==> config.mk <==
export PLATFORM = sky130hd
export DESIGN_NAME = mic_return_stack
export DESIGN_NICKNAME = d
export VERILOG_FILES = /design/src/hw/mic_seq_pkg.sv /design/src/hw/mic_return_stack.sv
export VERILOG_INCLUDE_DIRS = /design/src /design/src/hw
export SDC_FILE = /design/constraint.sdc
export NUM_CORES = 1
export LEC_CHECK = 0
export ABC_AREA = 1
export ABC_CLOCK_PERIOD_IN_PS = 9350
export BUFFER_PORTS_ARGS = -buffer_cell sky130_fd_sc_hd__buf_2
export CORE_ASPECT_RATIO = 0.8
export CORE_UTILIZATION = 64
export CTS_BUF_LIST = sky130_fd_sc_hd__clkbuf_16
export CTS_CLUSTER_DIAMETER = 30
export DETAILED_ROUTE_END_ITERATION = 10
export GPL_TIMING_DRIVEN = 0
export PLACE_DENSITY_LB_ADDON = 0.1
export SETUP_SLACK_MARGIN = 0.5
export SYNTH_ARGS = -nofsm -noshare
export SYNTH_HDL_FRONTEND = slang
export SYNTH_SLANG_ARGS = --single-unit
==> constraint.sdc <==
create_clock -name sysclk -period 9.35 [get_ports sysclk]
set_clock_uncertainty 0.2 [all_clocks]
set_input_delay 0.4675 -clock sysclk [delete_from_list [all_inputs] [get_ports sysclk]]
set_output_delay 0.4675 -clock sysclk [all_outputs]
set_load 0.05 [all_outputs]
==> src/hw/mic_macros.svh <==
// Sequencer size parameters
//   Microcode address and microword widths
//   Return stack depth
//   Consumer credit count
`ifndef MIC_MACROS_SVH
`define MIC_MACROS_SVH

// Microcode address width, 8K word control store
`define MIC_ADDR_W 13

// Microword width
// Select, format bit and payload
`define MIC_WORD_W 24

// Return stack entries
// Deepest call nesting before overflow
`define MIC_STACK_DEPTH 8

// Issue credits held by the sequencer
// Matches the consumer input buffer depth
`define MIC_CREDITS 4

// Jump target low nibble comes from the jmp input
// Address must stay wider than that nibble
// Microword must hold select, format, call and the jump high part
// Operation payload is whatever is left after select and format

`endif

==> src/hw/mic_seq_pkg.sv <==
// Sequencer types
//   Microcode address type
//   Next address source encoding
//   Issue item sent to the execution consumer
`include "mic_macros.svh"

package mic_seq_pkg;

  // Microcode address, W and IW registers and stack entries
  typedef logic [`MIC_ADDR_W-1:0] mic_addr_t;

  // Next address source
  // Same order as the original four way mux inputs
  typedef enum logic [1:0] {
    src_jump   = 2'd0,  // Branch high field joined with jmp
    src_ret    = 2'd1,  // Return stack top, popped
    src_next   = 2'd2,  // W plus 1
    src_repeat = 2'd3   // IW
  } addr_src_e;

  // One issued microinstruction
  // Address first so the consumer sees it in the high bits
  typedef struct packed {
    mic_addr_t              addr;  // W at the step
    logic [`MIC_WORD_W-1:0] word;  // Microword read at W
  } issue_s;

  // Consumer decodes word with the microword format package
  // Address is kept for trace and debug

endpackage

==> src/hw/mic_return_stack.sv <==
// Microcode return address stack
//   LIFO storage with entry count pointer
//   Top of stack read, zero when empty
//   Sticky overflow / underflow flag
`include "mic_macros.svh"

module mic_return_stack (
  input  logic                   sysclk,
  input  logic                   sys_rst_n,
  input  logic                   push,       // Call issued
  input  logic                   pop,        // Return issued
  input  mic_seq_pkg::mic_addr_t push_addr,  // Return address, W plus 1
  output mic_seq_pkg::mic_addr_t top,
  output logic                   stack_err   // Held until reset
);

  localparam int stack_depth = `MIC_STACK_DEPTH;
  localparam int idx_w       = $clog2(stack_depth);      // Entry index
  localparam int ptr_w       = $clog2(stack_depth + 1);  // Count 0..depth

  mic_seq_pkg::mic_addr_t mem [stack_depth];
  logic [ptr_w-1:0] sp;      // Entries held, next free slot
  logic [ptr_w-1:0] sp_dec;  // Slot of the top entry
  logic             empty;
  logic             full;

  assign empty  = (sp == '0);
  assign full   = (sp == ptr_w'(stack_depth));
  assign sp_dec = sp - 1'b1;

  // Empty stack reads as address 0
  assign top = empty ? '0 : mem[sp_dec[idx_w-1:0]];

  // Pointer and error flag
  always_ff @(posedge sysclk) begin
    if (!sys_rst_n) begin
      sp        <= '0;
      stack_err <= 1'b0;
    end else if (push) begin
      if (full) stack_err <= 1'b1;  // Overflow, entry dropped
      else      sp <= sp + 1'b1;
    end else if (pop) begin
      if (empty) stack_err <= 1'b1;  // Underflow
      else       sp <= sp_dec;
    end
  end

  // Entry write at the free slot
  always_ff @(posedge sysclk) begin
    if (push && !full) begin
      mem[sp[idx_w-1:0]] <= push_addr;
    end
  end

  // Call and return in one microword is a decode error upstream
  a_no_push_pop: assert property (
    @(posedge sysclk) disable iff (!sys_rst_n)
    !(push && pop)
  );

endmodule

# Word level (Yosys, flattened, before mapping)
# Memory sizes are Yosys's and may differ from the RTL's.
# Cells that the tools add are included.
[totals] ff_bits=5 ramBits=104 inputBits=17 output_inout_bits=14 mem_count=1
[mem_list] memory="mem" words=8 word_bits=13 read_ports=1 rd_ports_with_merged_regs=0 wr=1 line="mic_return_stack.sv:21" source="mic_seq_pkg::mic_addr_t mem [stack_depth];"
[op_classes] addsub=2 n_eq_ne=4 n_mux=11 n_reduce_logical=7
[ops] operator="2-to-1 mux 4 bit" count=4
[ops] operator="2-to-1 mux 13 bit" count=1
[ops] operator="2-to-1 mux 1 bit" count=6
[ops] operator="AND reduction 3 bit" count=2
[ops] operator="adder 4 x 1 -> 4 bit, second input constant" count=1
[ops] operator="equality test 4 bit, second input constant" count=1
[ops] operator="zero test 4 bit" count=1
[ops] operator="inequality test 2 bit, second input constant" count=2
[ops] operator="nonzero test 2 bit" count=2
[ops] operator="subtractor 4 x 1 -> 4 bit, second input constant" count=1
[ops] operator="inequality test 2 x 1 -> 1 bit, second input constant" count=1
[ops] operator="logical AND 1 bit" count=1
[ops] operator="zero test 1 bit" count=1

# Depth between registers and ports, before layout
[logic_depth] word_depth=5 ltp_mapped=11 ltp_nobuf=8

# Least setup slack after synthesis
# Ideal clock, no wire load.
[synth_path] path_kind="reg2reg" startpoint="register sp[0]" endpoint="memory mem[1][0] (netlist bit), enable pin" setup_ns=0.417 arrival_time_ns=2.578 required_ns=8.733 path_slack_ns=6.155 path_stages_with_launch=9 cell_sequence="dfxtp_1 -> buf_4 -> inv_2 -> buf_6 -> buf_6 -> ha_1 -> nand3_1 -> nand2_1 -> nor4_1"
[synth_between] elab_chain_len=5
[synth_lines] item="start: declaration" line="mic_return_stack.sv:22" source="logic [ptr_w-1:0] sp;"
[synth_lines] item="start signal: assignment" line="mic_return_stack.sv:41" source="else sp <= sp + 1'b1;"
[synth_lines] item="start signal: assignment" line="mic_return_stack.sv:44" source="else sp <= sp_dec;"
[synth_lines] item="equality test 4 bit" line="mic_return_stack.sv:28" source="assign full = (sp == ptr_w'(stack_depth));"
[synth_lines] item="zero test 1 bit" line="mic_return_stack.sv:50" source="if (push && !full) begin"
[synth_lines] item="logical AND 1 bit" line="mic_return_stack.sv:50"
[synth_lines] item="2-to-1 mux 1 bit" line="mic_return_stack.sv:50"
[synth_lines] item="2-to-1 mux 1 bit (implied by the code)" line="mic_return_stack.sv:51" source="mem[sp[idx_w-1:0]] <= push_addr;"
[synth_lines] item="end: declaration" line="mic_return_stack.sv:21"
# Several ways; a longest one is shown, not always the timed one.

# Worst setup path in the final report
[layout_path] startpoint="register sp[0]" endpoint="output port top[10]"
[layout_between] elab_chain_len=3 elab_cells_between_ends=4 cone_classes="add/sub (1); mux (1); reduce/logical (1); memory (1)"
[layout_lines] item="subtractor 4 x 1 -> 4 bit" line="mic_return_stack.sv:29" source="assign sp_dec = sp - 1'b1;"
[layout_lines] item="memory read (8 x 13 bit)"
[layout_lines] item="2-to-1 mux 13 bit *" line="mic_return_stack.sv:32" source="assign top = empty ? '0 : mem[sp_dec[idx_w-1:0]];"
[layout_lines] item="end: declaration" line="mic_return_stack.sv:13" source="output mic_seq_pkg::mic_addr_t top,"
# Every way passes the cells marked *; elsewhere a longest branch is shown, timed or not.

==> impl_metrics.yaml <==
run_status:
  status: "finished clean"
cts:
  clk-insertion-delay-late_ps: 340
  cts.clk_slew.worst_paths_ps: 70
  cts_tree: "built"
  cts_setup_buffers: 0
  cts_buffer_depth: 2
  clkSinkCount: 109
  cts_buffers: 9
  cts_root_buf: "clkbuf_16"
  hold_buffers: 0
  cts.repair.resized: 0
  h-tree-depth: 3
detailed_routing:
  drcViolationCount: 0
  postRouteAntennaNets: 0
  firstDrtPassIters: 5
  detail_route.iter0.violations: 272
  drt-wirelength-per-cell_um: 20.9
  num_vias: 3121
  vias_per_cell: 6.20
  postRouteWirelength_mm: 10.5
placed_design:
  placedCellCount: 487
  dpl_worst_slack_ps: 6030
  routabilityCongestion: 0.826
  portBuffers: 29
  place_hpwl_mm: 6.67
timing:
  finalSetupViolCount: 0
  holdWs_ps: 154
  period_needed_ps: 3770
  tightestPinTransition_ps: 1410
  fmax_ghz: 0.265
  post-route-period-util_pct: 40.3
  maxSlewViolCount: 0
  hold_violations: 0
  tns_ps: 0
  rsz0062_at_grt: "no"
  relSlewSlack_pct: 5.32
  setup_ws_ps: 5580
min_path:
  whs_path_depth: 3
  hp-class: "in2reg"
synthesis:
  ys_warn_count: 0
  synth.distinct_cells: 26
  ys_ff_latch: 109
  netlist_instances: 370
  synth.cell_area_mm2: 0.00451
  syn_nets: 389
  syn_avg_cell_area_um2: 12.2
  yosysSeqAreaShare_pct: 71.5
setup_path:
  reg2regPathDepth: 8
  cp_num_cells: 12
  path_cells: "buf_4, inv_2, buf_6, buf_6, ha_1, inv_1, clkbuf_1, o21ai_0, o22ai_1, nor2_1, nor2_1, buf_2"
  cpPeakStageDelay_ps: 440
  crit_family: "buffers and inverters"
  arrival_ps: 3110
  crit_path_max_fanout: 10
  crit_type: "reg2out"
  critPathBufInv: 7
  slowest_stage: "clkbuf_1"
  end_kind: "primary output"
  start_kind: "flop"
  cp_data_required_time_ps: 8680
floorplan:
  core_area_mm2: 0.00660
  start_util_pct: 68.3
  pin_count: 31
  die_area_mm2: 0.00739
  die_w_um: 95.9
  rows: 26
  fp.dieH_um: 77.1
finish:
  regArea_mm2: 0.00322
  fin_cells: 503
  multi_input_area_mm2: 0.00116
  layout_common_cells: "edfxtp_1 (104), nor2_1 (99), o21ai_0 (53)"
  fillerInstances: 426
  final_common_cell: "edfxtp_1"
  syn2layout_area_growth_pct: 13.3
  layout.nets: 433
  diodes: 0
  drive_gt1_share_pct: 19.3
global_route:
  grt_max_degree: 20
  grtUsageTotal_pct: 30.8
  grt_pass1_wl_mm: 16.0
  antenna_found_initial: 0
  first_global_vias: 2921
  grt_overflow: 0
flow_run:
  drv_cap: 0
power:
  total_power_mw: 1.72
  power_density_mw_per_mm2: 336
  irDropWorstVdd_v: 0.000165
  p_leak_nw: 1.83
==> cell type report <==
class | instances | share of cell area, %
flip-flops and latches | 109 | 63.1
repair buffers | 33 | 3.65
well taps | 84 | 2.06
plain buffers | 22 | 2.47
multi-input cells | 231 | 22.6
inverters | 8 | 0.588
clock buffers | 9 | 4.41
clock inverters | 7 | 1.13
==> cell families after synthesis <==
family          share of synthesized area (%)
flops                                    71.5
simple gates                             12.3
compound gates                           11.2
mux                                     0.222
xor+xnor                                0.805
fa+ha+maj                               0.555
buf+inv                                  3.47
==> synth_stat cells <==
library cell / instances / share of area, %
o21ai_0: 53 / 5.9
or2_2: 1 / 0.14
mux2i_1: 1 / 0.22
inv_2: 1 / 0.083
nand3_1: 7 / 0.78
a21oi_1: 5 / 0.55
o211ai_1: 6 / 1.0
xnor2_1: 1 / 0.19
edfxtp_1: 104 / 69
clkbuf_1: 6 / 0.50
nor2_1: 101 / 8.4
inv_1: 7 / 0.58
o211ai_2: 7 / 1.9
nor4_1: 1 / 0.14
o22ai_1: 13 / 1.8
clkbuf_2: 3 / 0.33
buf_6: 3 / 0.75
dfxtp_1: 5 / 2.2
nor3_1: 3 / 0.33
ha_1: 2 / 0.55
nand2_1: 27 / 2.2
nor2_2: 1 / 0.14
buf_2: 8 / 0.89
buf_4: 2 / 0.33
xnor2_4: 1 / 0.61
nand4_1: 1 / 0.14
==> registers in the layout, indices dropped and copies added (netlist names) <==
signal     flops
mem          104
sp             4
stack_err      1
==> final timing paths <==
path,startpoint,endpoint,slack [ps]
max,sp[0],top[10],5580
min,sys_rst_n,sp[3],150
max reg2reg,sp[0],mem[7][8],6170
min reg2reg,stack_err,stack_err,290
==> metal layers <==
metal / up-vias / global-route usage [%] / routed length (um)
met5: - / 0 / 0
met4: 0 / 10.6 / 228
met1: 1472 / 43.3 / 4310
li1: 1418 / - / -
met2: 206 / 46.3 / 4930
met3: 25 / 8.83 / 1050
==> worst reg2reg max path, delay by kind of cell, from the launching register on <==
family / cells / cell delay (ps)
flip-flops: 1 / 340
AND/OR/NAND/NOR: 3 / 1380
buffers and inverters: 4 / 570
adder cells (fa/ha/maj): 1 / 300
==> through the flow <==
step	cell area, um2	utilization [%]
floorplan	4510	-
global route	5110	77.4
CTS	5110	77.3
global placement	4760	72.1
detailed placement	4820	73.0
finish	5110	77.4
==> power breakdown <==
part,switching (mW),leakage [nW],internal [mW]
combinational,0.572,0.702,0.195
sequential,0.0140,0.985,0.582
clock,0.172,0.140,0.185
total,0.758,1.83,0.962
Power figures use the tool's default switching activity.
