File: src/hw/mic_macros.svh
// Sequencer size parameters
//   Microcode address and microword widths
//   Return stack depth
//   Consumer credit count
`ifndef MIC_MACROS_SVH
`define MIC_MACROS_SVH

// Microcode address width, 8K word control store
`define MIC_ADDR_W 13

// Microword width
// Select, format bit and payload
`define MIC_WORD_W 24

// Return stack entries
// Deepest call nesting before overflow
`define MIC_STACK_DEPTH 8

// Issue credits held by the sequencer
// Matches the consumer input buffer depth
`define MIC_CREDITS 4

// Jump target low nibble comes from the jmp input
// Address must stay wider than that nibble
// Microword must hold select, format, call and the jump high part
// Operation payload is whatever is left after select and format

`endif

File: src/hw/mic_seq_pkg.sv
// Sequencer types
//   Microcode address type
//   Next address source encoding
//   Issue item sent to the execution consumer
`include "mic_macros.svh"

package mic_seq_pkg;

  // Microcode address, W and IW registers and stack entries
  typedef logic [`MIC_ADDR_W-1:0] mic_addr_t;

  // Next address source
  // Same order as the original four way mux inputs
  typedef enum logic [1:0] {
    src_jump   = 2'd0,  // Branch high field joined with jmp
    src_ret    = 2'd1,  // Return stack top, popped
    src_next   = 2'd2,  // W plus 1
    src_repeat = 2'd3   // IW
  } addr_src_e;

  // One issued microinstruction
  // Address first so the consumer sees it in the high bits
  typedef struct packed {
    mic_addr_t              addr;  // W at the step
    logic [`MIC_WORD_W-1:0] word;  // Microword read at W
  } issue_s;

  // Consumer decodes word with the microword format package
  // Address is kept for trace and debug

endpackage

File: src/hw/mic_addr_select.sv
// Next microcode address select
//   Four way source mux, jump / return / next / repeat
//   Incrementer for the next address
//   W and IW address registers with step hold

module mic_addr_select (
  input  logic                   sysclk,
  input  logic                   sys_rst_n,
  input  logic                   step,       // Advance one microinstruction
  input  mic_seq_pkg::addr_src_e src,        // Select field of the issued word
  input  mic_seq_pkg::mic_addr_t jump_addr,  // Branch target with jmp nibble
  input  mic_seq_pkg::mic_addr_t ret_addr,   // Return stack top
  output mic_seq_pkg::mic_addr_t w,          // Working address
  output mic_seq_pkg::mic_addr_t iw,         // Address of the last issue
  output mic_seq_pkg::mic_addr_t next_addr   // W plus 1
);

  mic_seq_pkg::mic_addr_t sel_addr;  // Mux output, loaded into W

  // Incrementer
  // Wraps at the top of the store
  assign next_addr = w + 1'b1;

  // Source mux
  always_comb begin
    unique case (src)
      mic_seq_pkg::src_jump:   sel_addr = jump_addr;
      mic_seq_pkg::src_ret:    sel_addr = ret_addr;
      mic_seq_pkg::src_next:   sel_addr = next_addr;
      mic_seq_pkg::src_repeat: sel_addr = iw;  // Back to previous issue
    endcase
  end

  // W and IW registers
  // Both hold while there is no step
  always_ff @(posedge sysclk) begin
    if (!sys_rst_n) begin
      w  <= '0;  // Run starts at address 0
      iw <= '0;
    end else if (step) begin
      w  <= sel_addr;
      iw <= w;  // Issued address
    end
  end

  // A stalled sequencer keeps its address
  // Step comes from the credit count in the top level
  a_w_hold: assert property (
    @(posedge sysclk) disable iff (!sys_rst_n)
    !step |=> $stable(w)
  );

endmodule

File: config.mk
export PLATFORM = sky130hd
export DESIGN_NAME = mic_addr_select
export DESIGN_NICKNAME = d
export VERILOG_FILES = /design/src/hw/mic_seq_pkg.sv /design/src/hw/mic_addr_select.sv
export VERILOG_INCLUDE_DIRS = /design/src /design/src/hw
export SDC_FILE = /design/constraint.sdc
export NUM_CORES = 1
export LEC_CHECK = 0
export ABC_CLOCK_PERIOD_IN_PS = 2100
export BUFFER_PORTS_ARGS = -buffer_cell sky130_fd_sc_hd__buf_2
export CAP_MARGIN = 20
export CORE_ASPECT_RATIO = 0.7
export CORE_MARGIN = 5
export CORE_UTILIZATION = 48
export CTS_CLUSTER_SIZE = 14
export DETAILED_ROUTE_END_ITERATION = 16
export HOLD_SLACK_MARGIN = 0.15
export PLACE_DENSITY = 0.83
export SLEW_MARGIN = 25
export SYNTH_ARGS = -nofsm -noshare
export SYNTH_HDL_FRONTEND = slang
export SYNTH_SLANG_ARGS = --single-unit
File: constraint.sdc
create_clock -name sysclk -period 2.1 [get_ports sysclk]
set_clock_uncertainty 0.2 [all_clocks]
set_input_delay 0.42 -clock sysclk [delete_from_list [all_inputs] [get_ports sysclk]]
set_output_delay 0.42 -clock sysclk [all_outputs]
set_load 0.02 [all_outputs]
# ---- After elaboration in Yosys (flattened, before gate mapping)
# Cells that the tools add are included.
# Widths: inputs -> output; s select.
dict set report word_totals {
  output_inout_bits 39
  inputBits 31
  regBits 26
}
dict set report op_classes {
  reduce_logical 1
  eq_ne 3
  muxes 1
  n_addsub 1
}
# operator n
set ops {}
lappend ops {{$pmux 13 s4} 1}
lappend ops {{$add 13x1->13 const B} 1}
lappend ops {{$eq 2x2->1 const B} 2}
lappend ops {{$eq 2x1->1 const B} 1}
lappend ops {{$logic_not 2->1} 1}

# ---- Longest topological paths before layout
# Gate-level depths: netlist of run 1.
dict set report logic_depth {
  ltp_word 2
  ltp_mapped 7
  ltp_nobuf 5
}

# ---- Worst setup path before layout of run 1
# OpenSTA, ideal clock, no wires.
dict set report synth_path {
  kind {register -> output}
  start {register w[0]}
  end {output next_addr[12]}
  n_path_buf 0
  t_arrival_ns 1.698
  required_ns 1.480
  slack_ns -0.218
  path_stages_with_launch 5
  cell_sequence {dfxtp_1 -> ha_1 -> nand3_4 -> nor4_4 -> xor2_1}
}
dict set report synth_between {
  elab_chain_len 1
}
# element line_no
set synth_rtl {}
lappend synth_rtl {{start, declared} mic_addr_select.sv:13} ;# output mic_seq_pkg::mic_addr_t w,
lappend synth_rtl {{start signal, assigned} mic_addr_select.sv:41} ;# w <= sel_addr;
lappend synth_rtl {{$add 13x1->13} mic_addr_select.sv:22} ;# assign next_addr = w + 1'b1;
lappend synth_rtl {{end, declared} mic_addr_select.sv:15} ;# output mic_seq_pkg::mic_addr_t next_addr
# Every way passes these cells.

# ---- Final worst setup path of run 1
dict set report layout_path {
  start {register w[4]}
  end {output next_addr[11]}
}
# The elaborated chain is that of the path after synthesis.

==> run_results.csv, run 1 <==
group,metric,value,unit
sta,finalCritPeriodShare,1.06,
status,violations,"setup timing",
logic_synthesis,yosys_warnings,0,
setup_path,critPathArrivalTime,1610,ps
clocking,cts-root-buf,"clkbuf_8",
logic_synthesis,synth-main-ff-cell,"dfxtp_1",
global_route,grt_pass1_vias,1655,
worst_hold_path,min-delay-start,"iw[0]$_SDFFE_PN0P_",
clocking,clk_pin_slew,90,ps
clocking,cts.sinks,26,
worst_hold_path,holdCritPathClass,"reg -> reg",
routing,drt_iter0_markers,175,
layout,drive_above_1_share,0.477,
worst_hold_path,min_delay_path_depth,2,
clocking,tritoncts,"built",
setup_path,cpPeakStageDelay,390,ps
die,dieHeight,60.2,um
setup_path,cp_top_family,"simple AND/OR/NAND/NOR gates",
sta,rsz0062_at_grt,"true",
logic_synthesis,synth_nets,223,
logic_synthesis,synthArstFlopShare,0,
sta,hold_violations,0,
routing,vias,1816,
setup_path,crit_fanout,5,
placed_design,gp_congestion,0.877,
sta,fin_ws,-133,ps
die,ios,70,
sta,worstMarginPinSlew,464,ps
routing,drc,0,
status,status,"complete, but fails checks",
logic_synthesis,synth_cell_types,44,
layout,fin_nets,310,
logic_synthesis,ys_seq_elements,26,
setup_path,critical_path_class,"reg -> out",
clocking,h-tree-depth,1,
setup_path,r2r-start,"w[0]$_SDFFE_PN0P_",
global_route,grt_overflow,0,
layout,layout_common_cells,"buf_2, buf_4, mux2i_1",
logic_synthesis,synth_seq_area_share,0.301,
setup_path,reg2reg_slack,420,ps
layout,final_util,0.711,
placed_design,io_buffers,69,
die,die_w,81.7,um
die,dieArea,4920,um2
placed_design,hpwl,3510,um
sta,period_minus_slack,2230,ps
layout,antennaDiodeCount,0,
setup_path,path_cells,"nand4_4, buf_4, nor4_2, or2_1, buf_6",
logic_synthesis,postSynthCellCount,191,
logic_synthesis,postSynthAreaPerCell,9.04,um2
setup_path,cp-start-kind,"flop",
sta,max_freq,448,MHz
sta,report.final.slew_viol_count,0,
logic_synthesis,synth_edf_count,0,
setup_path,worst_setup_path_end_kind,"output pin",
routing,finalWirelength,5200,um
logic_synthesis,syn_area,1730,um2
clocking,ctsHoldBuffers,0,
sta,max_slew_margin,0.691,
global_route,grt_pass1_wl,7780,um
layout,final_common_cell,"buf_2",
setup_path,reg2reg_depth,6,
clocking,worstSkewPairLatency,270,ps
setup_path,cp.required,1480,ps
sta,finalSetupViolations,6,
power_and_ir_drop,power.density,505,nW/um2
routing,wire_per_inst,15.9,um
setup_path,critical_path_depth,5,
die,core,3490,um2
global_route,grt_max_degree,31,
die,rows,18,
power_and_ir_drop,leakagePower,0.00118,uW
placed_design,dpl_worst_slack,51.5,ps
power_and_ir_drop,ir_worst_vdd,412,uV
clocking,cts_buffers,3,
routing,drt_pass1_iterations,4,
global_route,grt_usage,0.204,
flow_run,drv_cap,0,
setup_path,slowest_stage,"dfxtp_4",
clocking,cts_max_path_buffers,2,
worst_hold_path,holdPathEnd,"iw[0]$_SDFFE_PN0P_",
routing,viasPerCell,5.55,
setup_path,critPathBufInv,2,
global_route,antenna_found_initial,0,
layout,area_delta_synth_final,43.7,%
die,initial_core_util,0.495,
routing,ant_nets,0,
setup_path,regToRegEndpoint,"w[2]$_SDFFE_PN0P_",
## worst register-to-register path, cell delays in order, from the launching register on
cell     delay [ps]
dfxtp_2         350
ha_4            170
buf_4           130
xor2_1          140
mux4_2          440
nor2_1           90
nor3b_1          60
## where the power goes
group / switching [uW] / internal (uW)
logic: 202 / 173
registers: 30.1 / 520
clock network: 160 / 168
## cell usage after synthesis, drive strengths merged (3+ instances only)
cell    instances  area (um2)
nand4           4        46.3
and4            3        26.3
a21oi           7        35.0
clkbuf          4        15.0
xor2            3        26.3
o221ai          3        26.3
nand2          12        45.0
nor2            6        22.5
nand3          12        72.6
a31oi           6        37.5
mux4            3        67.6
xnor2           4        35.0
nor3b           3        22.5
inv             5        18.8
buf            13        91.3
o211ai          6        45.0
o21ai           9        45.0
dfxtp          26         521
mux2i          21         210
nor2b          17         106
## per-layer routing
layer	part of all wire	global-route usage
met1	0.44	0.274
met2	0.46	0.331
met3	0.085	0.0587
met4	0.011	0.0332
met5	0	0
## kinds of logic (layout without fill, tap and decap cells)
group | Yosys count | count (layout) | share of synthesized area
AO/OA/AOI/OAI | 39 | 39 | 0.147
XOR/XNOR | 7 | 7 | 0.0355
adder cells (fa/ha/maj) | 1 | 1 | 0.00725
buffers and inverters | 22 | 108 | 0.0725
flip-flops | 26 | 26 | 0.301
multiplexers | 26 | 26 | 0.174
AND/OR/NAND/NOR | 70 | 70 | 0.262
## layout make-up
cell class | instances | area [um2]
clock buffer | 4 | 55.1
timing repair buffer | 99 | 638
sequential | 26 | 537
multi-input combinational | 143 | 1170
fill | 265 | 1010
tap | 50 | 62.6
inverter | 5 | 18.8
## timing repair
action	4_1_cts	5_1_grt
setup buffers	5	9
resized for setup	33	13
pin swaps	7	6
endpoints found under the setup margin	8	9
## worst max path at each step
stage	from	slack [ps]	to
2_1_floorplan	w[0]$_SDFFE_PN0P_	20	next_addr[12]
3_3_place_gp	w[0]$_SDFFE_PN0P_	90	next_addr[12]
3_5_place_dp	w[1]$_SDFFE_PN0P_	50	next_addr[12]
4_1_cts	w[0]$_SDFFE_PN0P_	-90	next_addr[7]
5_1_grt	w[4]$_SDFFE_PN0P_	-210	next_addr[11]
6_report	w[4]$_SDFFE_PN0P_	-130	next_addr[11]
## flip-flops by register name, indices dropped and copies added (netlist names)
| name | cells |
|---|---|
| iw | 13 |
| w | 13 |
## through the flow
stage | std cells | power, uW | setup TNS (ps) | hold slack [ps] | area, um2
after floorplan | 191 | 772 | 0 | 384 | 1740
after global placement | 309 | 877 | 0 | 315 | 2160
after detailed placement | 309 | 884 | 0 | 325 | 2160
after CTS | 318 | 1230 | -314 | 333 | 2370
after global routing | 327 | 1310 | -923 | 366 | 2480
final | 327 | 1250 | -427 | 340 | 2480
Power figures use the tool's default switching activity.
==> run 2: changes to the inputs <==
ABC_CLOCK_PERIOD_IN_PS = 2600   (was 2100)
CORE_UTILIZATION = 25   (was 48)
PLACE_DENSITY = 0.5   (was 0.83)
clock period = 2.6 ns   (was 2.1 ns; I/O delays follow)
==> run 2 against run 1 <==
Compared with the run above:
- the run now ends clean
- power shrank 16%
- critical path type unchanged
- final area shrank 11%
- routed wire length grew 3.6%
- sequential power shrank 18%
- sequential share of layout area grew 2.0 points
- die area grew 77%
==> run_results.csv, run 2 (synthesis results as in run 1) <==
group,metric,value,unit
status,status,"finished clean",
setup_path,reg2reg_depth,5,
routing,vias,1626,
routing,drt_pass1_iterations,4,
worst_hold_path,min_delay_path_depth,2,
power_and_ir_drop,power.density,472,nW/um2
setup_path,reg2reg_slack,870,ps
setup_path,regToRegEndpoint,"w[6]$_SDFFE_PN0P_",
die,ios,70,
sta,max_slew_margin,0.577,
flow_run,drv_cap,0,
setup_path,crit_fanout,8,
layout,final_common_cell,"buf_2",
sta,hold_violations,0,
setup_path,slowest_stage,"dfxtp_1",
clocking,cts_max_path_buffers,2,
clocking,worstSkewPairLatency,280,ps
power_and_ir_drop,leakagePower,0.00104,uW
placed_design,hpwl,3980,um
layout,final_util,0.330,
sta,report.final.slew_viol_count,0,
placed_design,gp_congestion,0.761,
routing,viasPerCell,4.66,
setup_path,worst_setup_path_end_kind,"output pin",
global_route,grt_max_degree,27,
setup_path,cp.required,1880,ps
power_and_ir_drop,ir_worst_vdd,243,uV
clocking,tritoncts,"built",
clocking,clk_pin_slew,90,ps
die,die_w,109,um
setup_path,critPathBufInv,1,
setup_path,r2r-start,"w[0]$_SDFFE_PN0P_",
global_route,grt_usage,0.123,
global_route,grt_pass1_vias,1560,
worst_hold_path,min-delay-start,"iw[0]$_SDFFE_PN0P_",
clocking,cts_resized,0,
setup_path,path_cells,"nand4_4, o31a_1, or2_1, buf_2",
layout,antennaDiodeCount,0,
die,core,6730,um2
routing,drc,0,
sta,period_minus_slack,2460,ps
routing,drt_iter0_markers,103,
die,dieHeight,79.5,um
clocking,cts-root-buf,"clkbuf_8",
sta,max_freq,406,MHz
global_route,grt_overflow,0,
global_route,grt_pass1_wl,8420,um
layout,largest_registers,"iw: 13 flops, w: 13 flops",
global_route,antenna_found_initial,0,
die,rows,25,
worst_hold_path,holdPathEnd,"iw[0]$_SDFFE_PN0P_",
worst_hold_path,holdCritPathClass,"reg -> reg",
clocking,cts_buffers,3,
sta,holdWs,340,ps
routing,finalWirelength,5390,um
clocking,post-cts-setup-buffers,0,
setup_path,critPathArrivalTime,1740,ps
sta,finalCritPeriodShare,0.947,
setup_path,cp-start-kind,"flop",
sta,finalSetupViolations,0,
sta,fin_setup_tns,0,ps
clocking,ctsHoldBuffers,0,
clocking,h-tree-depth,1,
setup_path,cp_top_family,"flip-flops",
sta,rsz0062_at_grt,"false",
die,dieArea,8700,um2
placed_design,io_buffers,69,
layout,fill_cells,709,
layout,drive_above_1_share,0.361,
layout,layout_common_cells,"buf_2, dfxtp_1, mux2i_1",
layout,fin_nets,288,
layout,area_delta_synth_final,28.4,%
sta,worstMarginPinSlew,635,ps
routing,ant_nets,0,
die,initial_core_util,0.257,
setup_path,critical_path_class,"reg -> out",
routing,wire_per_inst,15.4,um
clocking,cts.sinks,26,
setup_path,cpPeakStageDelay,510,ps
-- run 2: worst max-delay path by stage --
| stage | from | to | depth (start not counted) |
|---|---|---|---|
| 6_report | w[6]$_SDFFE_PN0P_ | next_addr[11] | 4 |
| 5_1_grt | w[6]$_SDFFE_PN0P_ | next_addr[12] | 4 |
| 4_1_cts | w[5]$_SDFFE_PN0P_ | next_addr[11] | 4 |
| 3_5_place_dp | w[5]$_SDFFE_PN0P_ | next_addr[11] | 4 |
| 3_3_place_gp | w[5]$_SDFFE_PN0P_ | next_addr[11] | 4 |
| 2_1_floorplan | w[0]$_SDFFE_PN0P_ | next_addr[12] | 4 |
-- run 2: report_power, final --
group          switching, uW  leakage, uW  total (uW)  internal, uW
logic                    144     0.000793         249           104
registers               31.6     0.000213         451           419
clock network            140    0.0000357         347           206
total                    316      0.00104        1050           730
-- run 2: final cells by class --
class | count | area (um2) | area share
multi-input combinational | 143 | 1080 | 0.488
sequential | 26 | 523 | 0.236
timing repair buffer | 77 | 405 | 0.183
tap | 94 | 118 | 0.0530
clock buffer | 3 | 41.3 | 0.0186
clock inverter | 1 | 30.0 | 0.0135
inverter | 5 | 18.8 | 0.00846
-- run 2: through the flow --
stage          instance area (um2)  std cells  worst slack (ps)  power, uW
2_1_floorplan                 1730        191               182        621
3_3_place_gp                  2140        345               347        709
3_5_place_dp                  2140        345               365        709
4_1_cts                       2210        349              42.6       1060
5_1_grt                       2220        349              19.4       1100
6_report                      2220        349               138       1050
-- run 2: worst min-delay path: stages (launching register included) --
cell	delay (ps)
dfxtp_1	330
mux2i_1	120
nor2b_1	50
-- run 2: per-layer routing --
layer  up-vias  part of all wire  global-route usage
met2        51              0.40               0.167
met4         0            0.0022              0.0112
met5         -                 0                   0
met1       746              0.52               0.191
li1        827                 -                   -
met3         2             0.078              0.0372
==> run 3: changes to the inputs <==
CORE_UTILIZATION = 52   (was 25)
PLACE_DENSITY = 0.88   (was 0.5)
==> run 3 against run 2 <==
Compared with the run above:
- utilization rose by 34 points
- fmax decreased by 0.92%
- critical path depth is the same
- routed wire length decreased by 18%
- final cell count shrank 17%
- setup slack got worse by 23 ps
- global-route usage rose by 7.4 points
- clock-buffer cell count is 1 higher
- die area decreased by 47%
==> run_results.csv, run 3 (synthesis results as in run 1) <==
group,metric,value,unit
global_route,grt_max_degree,31,
global_route,antenna_found_initial,0,
setup_path,regToRegEndpoint,"w[6]$_SDFFE_PN0P_",
clocking,cts.sinks,26,
setup_path,worst_setup_path_end_kind,"output pin",
sta,finalCritPeriodShare,0.956,
die,core,3170,um2
die,ios,70,
clocking,ctsHoldBuffers,0,
power_and_ir_drop,finalPower,957,uW
routing,viasPerCell,5.64,
sta,hold_violations,0,
power_and_ir_drop,pwr-share-comb,0.246,
placed_design,io_buffers,69,
power_and_ir_drop,power.density,454,nW/um2
die,dieHeight,58.2,um
power_and_ir_drop,clock_power_share,0.282,
sta,finalSetupViolations,0,
flow_run,drv_cap,0,
routing,wire_per_inst,15.2,um
sta,max_slew_margin,0.618,
worst_hold_path,min-delay-start,"iw[1]$_SDFFE_PN0P_",
clocking,cts-root-buf,"clkbuf_8",
sta,period_minus_slack,2480,ps
setup_path,crit_fanout,9,
setup_path,cp-start-kind,"flop",
placed_design,dpl_cell_area,2050,um2
layout,antennaDiodeCount,0,
worst_hold_path,holdPathEnd,"iw[1]$_SDFFE_PN0P_",
routing,drt_iter0_markers,78,
layout,final_common_cell,"buf_2",
power_and_ir_drop,switching_power,301,uW
global_route,grt_pass1_wl,7110,um
placed_design,hpwl,3230,um
layout,fin_nets,285,
die,rows,17,
layout,area_delta_synth_final,22.1,%
power_and_ir_drop,ir_worst_vdd,317,uV
sta,max_freq,402,MHz
placed_design,dpl_worst_slack,396,ps
setup_path,cp.required,1880,ps
power_and_ir_drop,internal_power,656,uW
die,die_w,78.9,um
clocking,h-tree-depth,1,
power_and_ir_drop,p_seq_frac,0.472,
sta,report.final.slew_viol_count,0,
clocking,clk_pin_slew,90,ps
clocking,worstSkewPairLatency,280,ps
clocking,cts_max_path_buffers,2,
die,initial_core_util,0.545,
layout,final_area,2110,um2
worst_hold_path,holdCritPathClass,"reg -> reg",
setup_path,reg2reg_depth,5,
routing,ant_nets,0,
routing,drt_pass1_iterations,4,
sta,fin_ws,116,ps
layout,final_util,0.665,
worst_hold_path,min_delay_path_depth,2,
power_and_ir_drop,leakagePower,0.00102,uW
sta,rsz0062_at_grt,"false",
clocking,tritoncts,"built",
setup_path,critical_path_class,"reg -> out",
clocking,cts_buffers,3,
global_route,grt_usage,0.196,
sta,worstMarginPinSlew,573,ps
layout,layout_common_cells,"buf_2, dfxtp_1, mux2i_1",
routing,drc,0,
die,dieArea,4590,um2
setup_path,critPathArrivalTime,1760,ps
placed_design,gp_congestion,0.823,
status,status,"finished clean",
power_and_ir_drop,switching_share,0.314,
setup_path,r2r-start,"w[0]$_SDFFE_PN0P_",
setup_path,reg2reg_slack,920,ps
global_route,grt_pass1_vias,1491,
layout,drive_above_1_share,0.353,
layout,largest_registers,"iw: 13 flops, w: 13 flops",
routing,vias,1636,
global_route,grt_overflow,0,
sta,fin_setup_tns,0,ps
routing,finalWirelength,4400,um
==> run 3: cell count changes in the layout (fill, tap and decap cells not counted), sizes merged <==
cell / previous run / this run
buf: 77 / 74
bufinv: 1 / 0
clkbuf: 3 / 4
==> run 3: how the worst max path moves through the flow <==
stage / from / end / slack (ps)
finish: w[3]$_SDFFE_PN0P_ / next_addr[11] / 120
global route: w[3]$_SDFFE_PN0P_ / next_addr[11] / 5
CTS: w[0]$_SDFFE_PN0P_ / next_addr[12] / 70
detailed placement: w[2]$_SDFFE_PN0P_ / next_addr[11] / 400
global placement: w[0]$_SDFFE_PN0P_ / next_addr[12] / 430
floorplan: w[0]$_SDFFE_PN0P_ / next_addr[12] / 180
==> run 3: timing repair <==
item / 4_1_cts / 5_1_grt
resized for setup: 0 / 2
buffers inserted: 0 / 0
setup endpoints to repair: 0 / 3
==> run 3: final cells by class <==
type,instances,area (um2)
Multi-Input combinational cell,143,1080
Fill cell,284,1060
Sequential cell,26,523
Timing Repair Buffer,74,383
Clock buffer,4,55.1
Tap cell,38,47.5
Inverter,5,18.8
==> run 3: metrics by stage <==
stage	cells	hold slack, ps
floorplan	191	398
global placement	286	318
detailed placement	286	322
CTS	290	337
global route	290	369
finish	290	333
==> run 3: power by group through the flow <==
stage	combinational [uW]	sequential [uW]	clock, uW
6_report	235	452	270
5_1_grt	257	457	292
4_1_cts	237	451	275
3_5_place_dp	236	460	0
3_3_place_gp	232	458	0
2_1_floorplan	147	475	0
==> run 3: worst max-delay path: stages, from the launching register on <==
cell and delay [ps]:
dfxtp_1 540, nand4_2 210, o31a_1 340, or2_1 230, buf_2 160
==> run 3: routing by layer <==
layer | GRT usage | wire length (um) | up-vias
met5 | 0 | 0 | -
met4 | 0.0539 | 44 | 0
met3 | 0.0543 | 312 | 7
met2 | 0.290 | 1880 | 50
met1 | 0.281 | 2160 | 756
li1 | - | - | 823
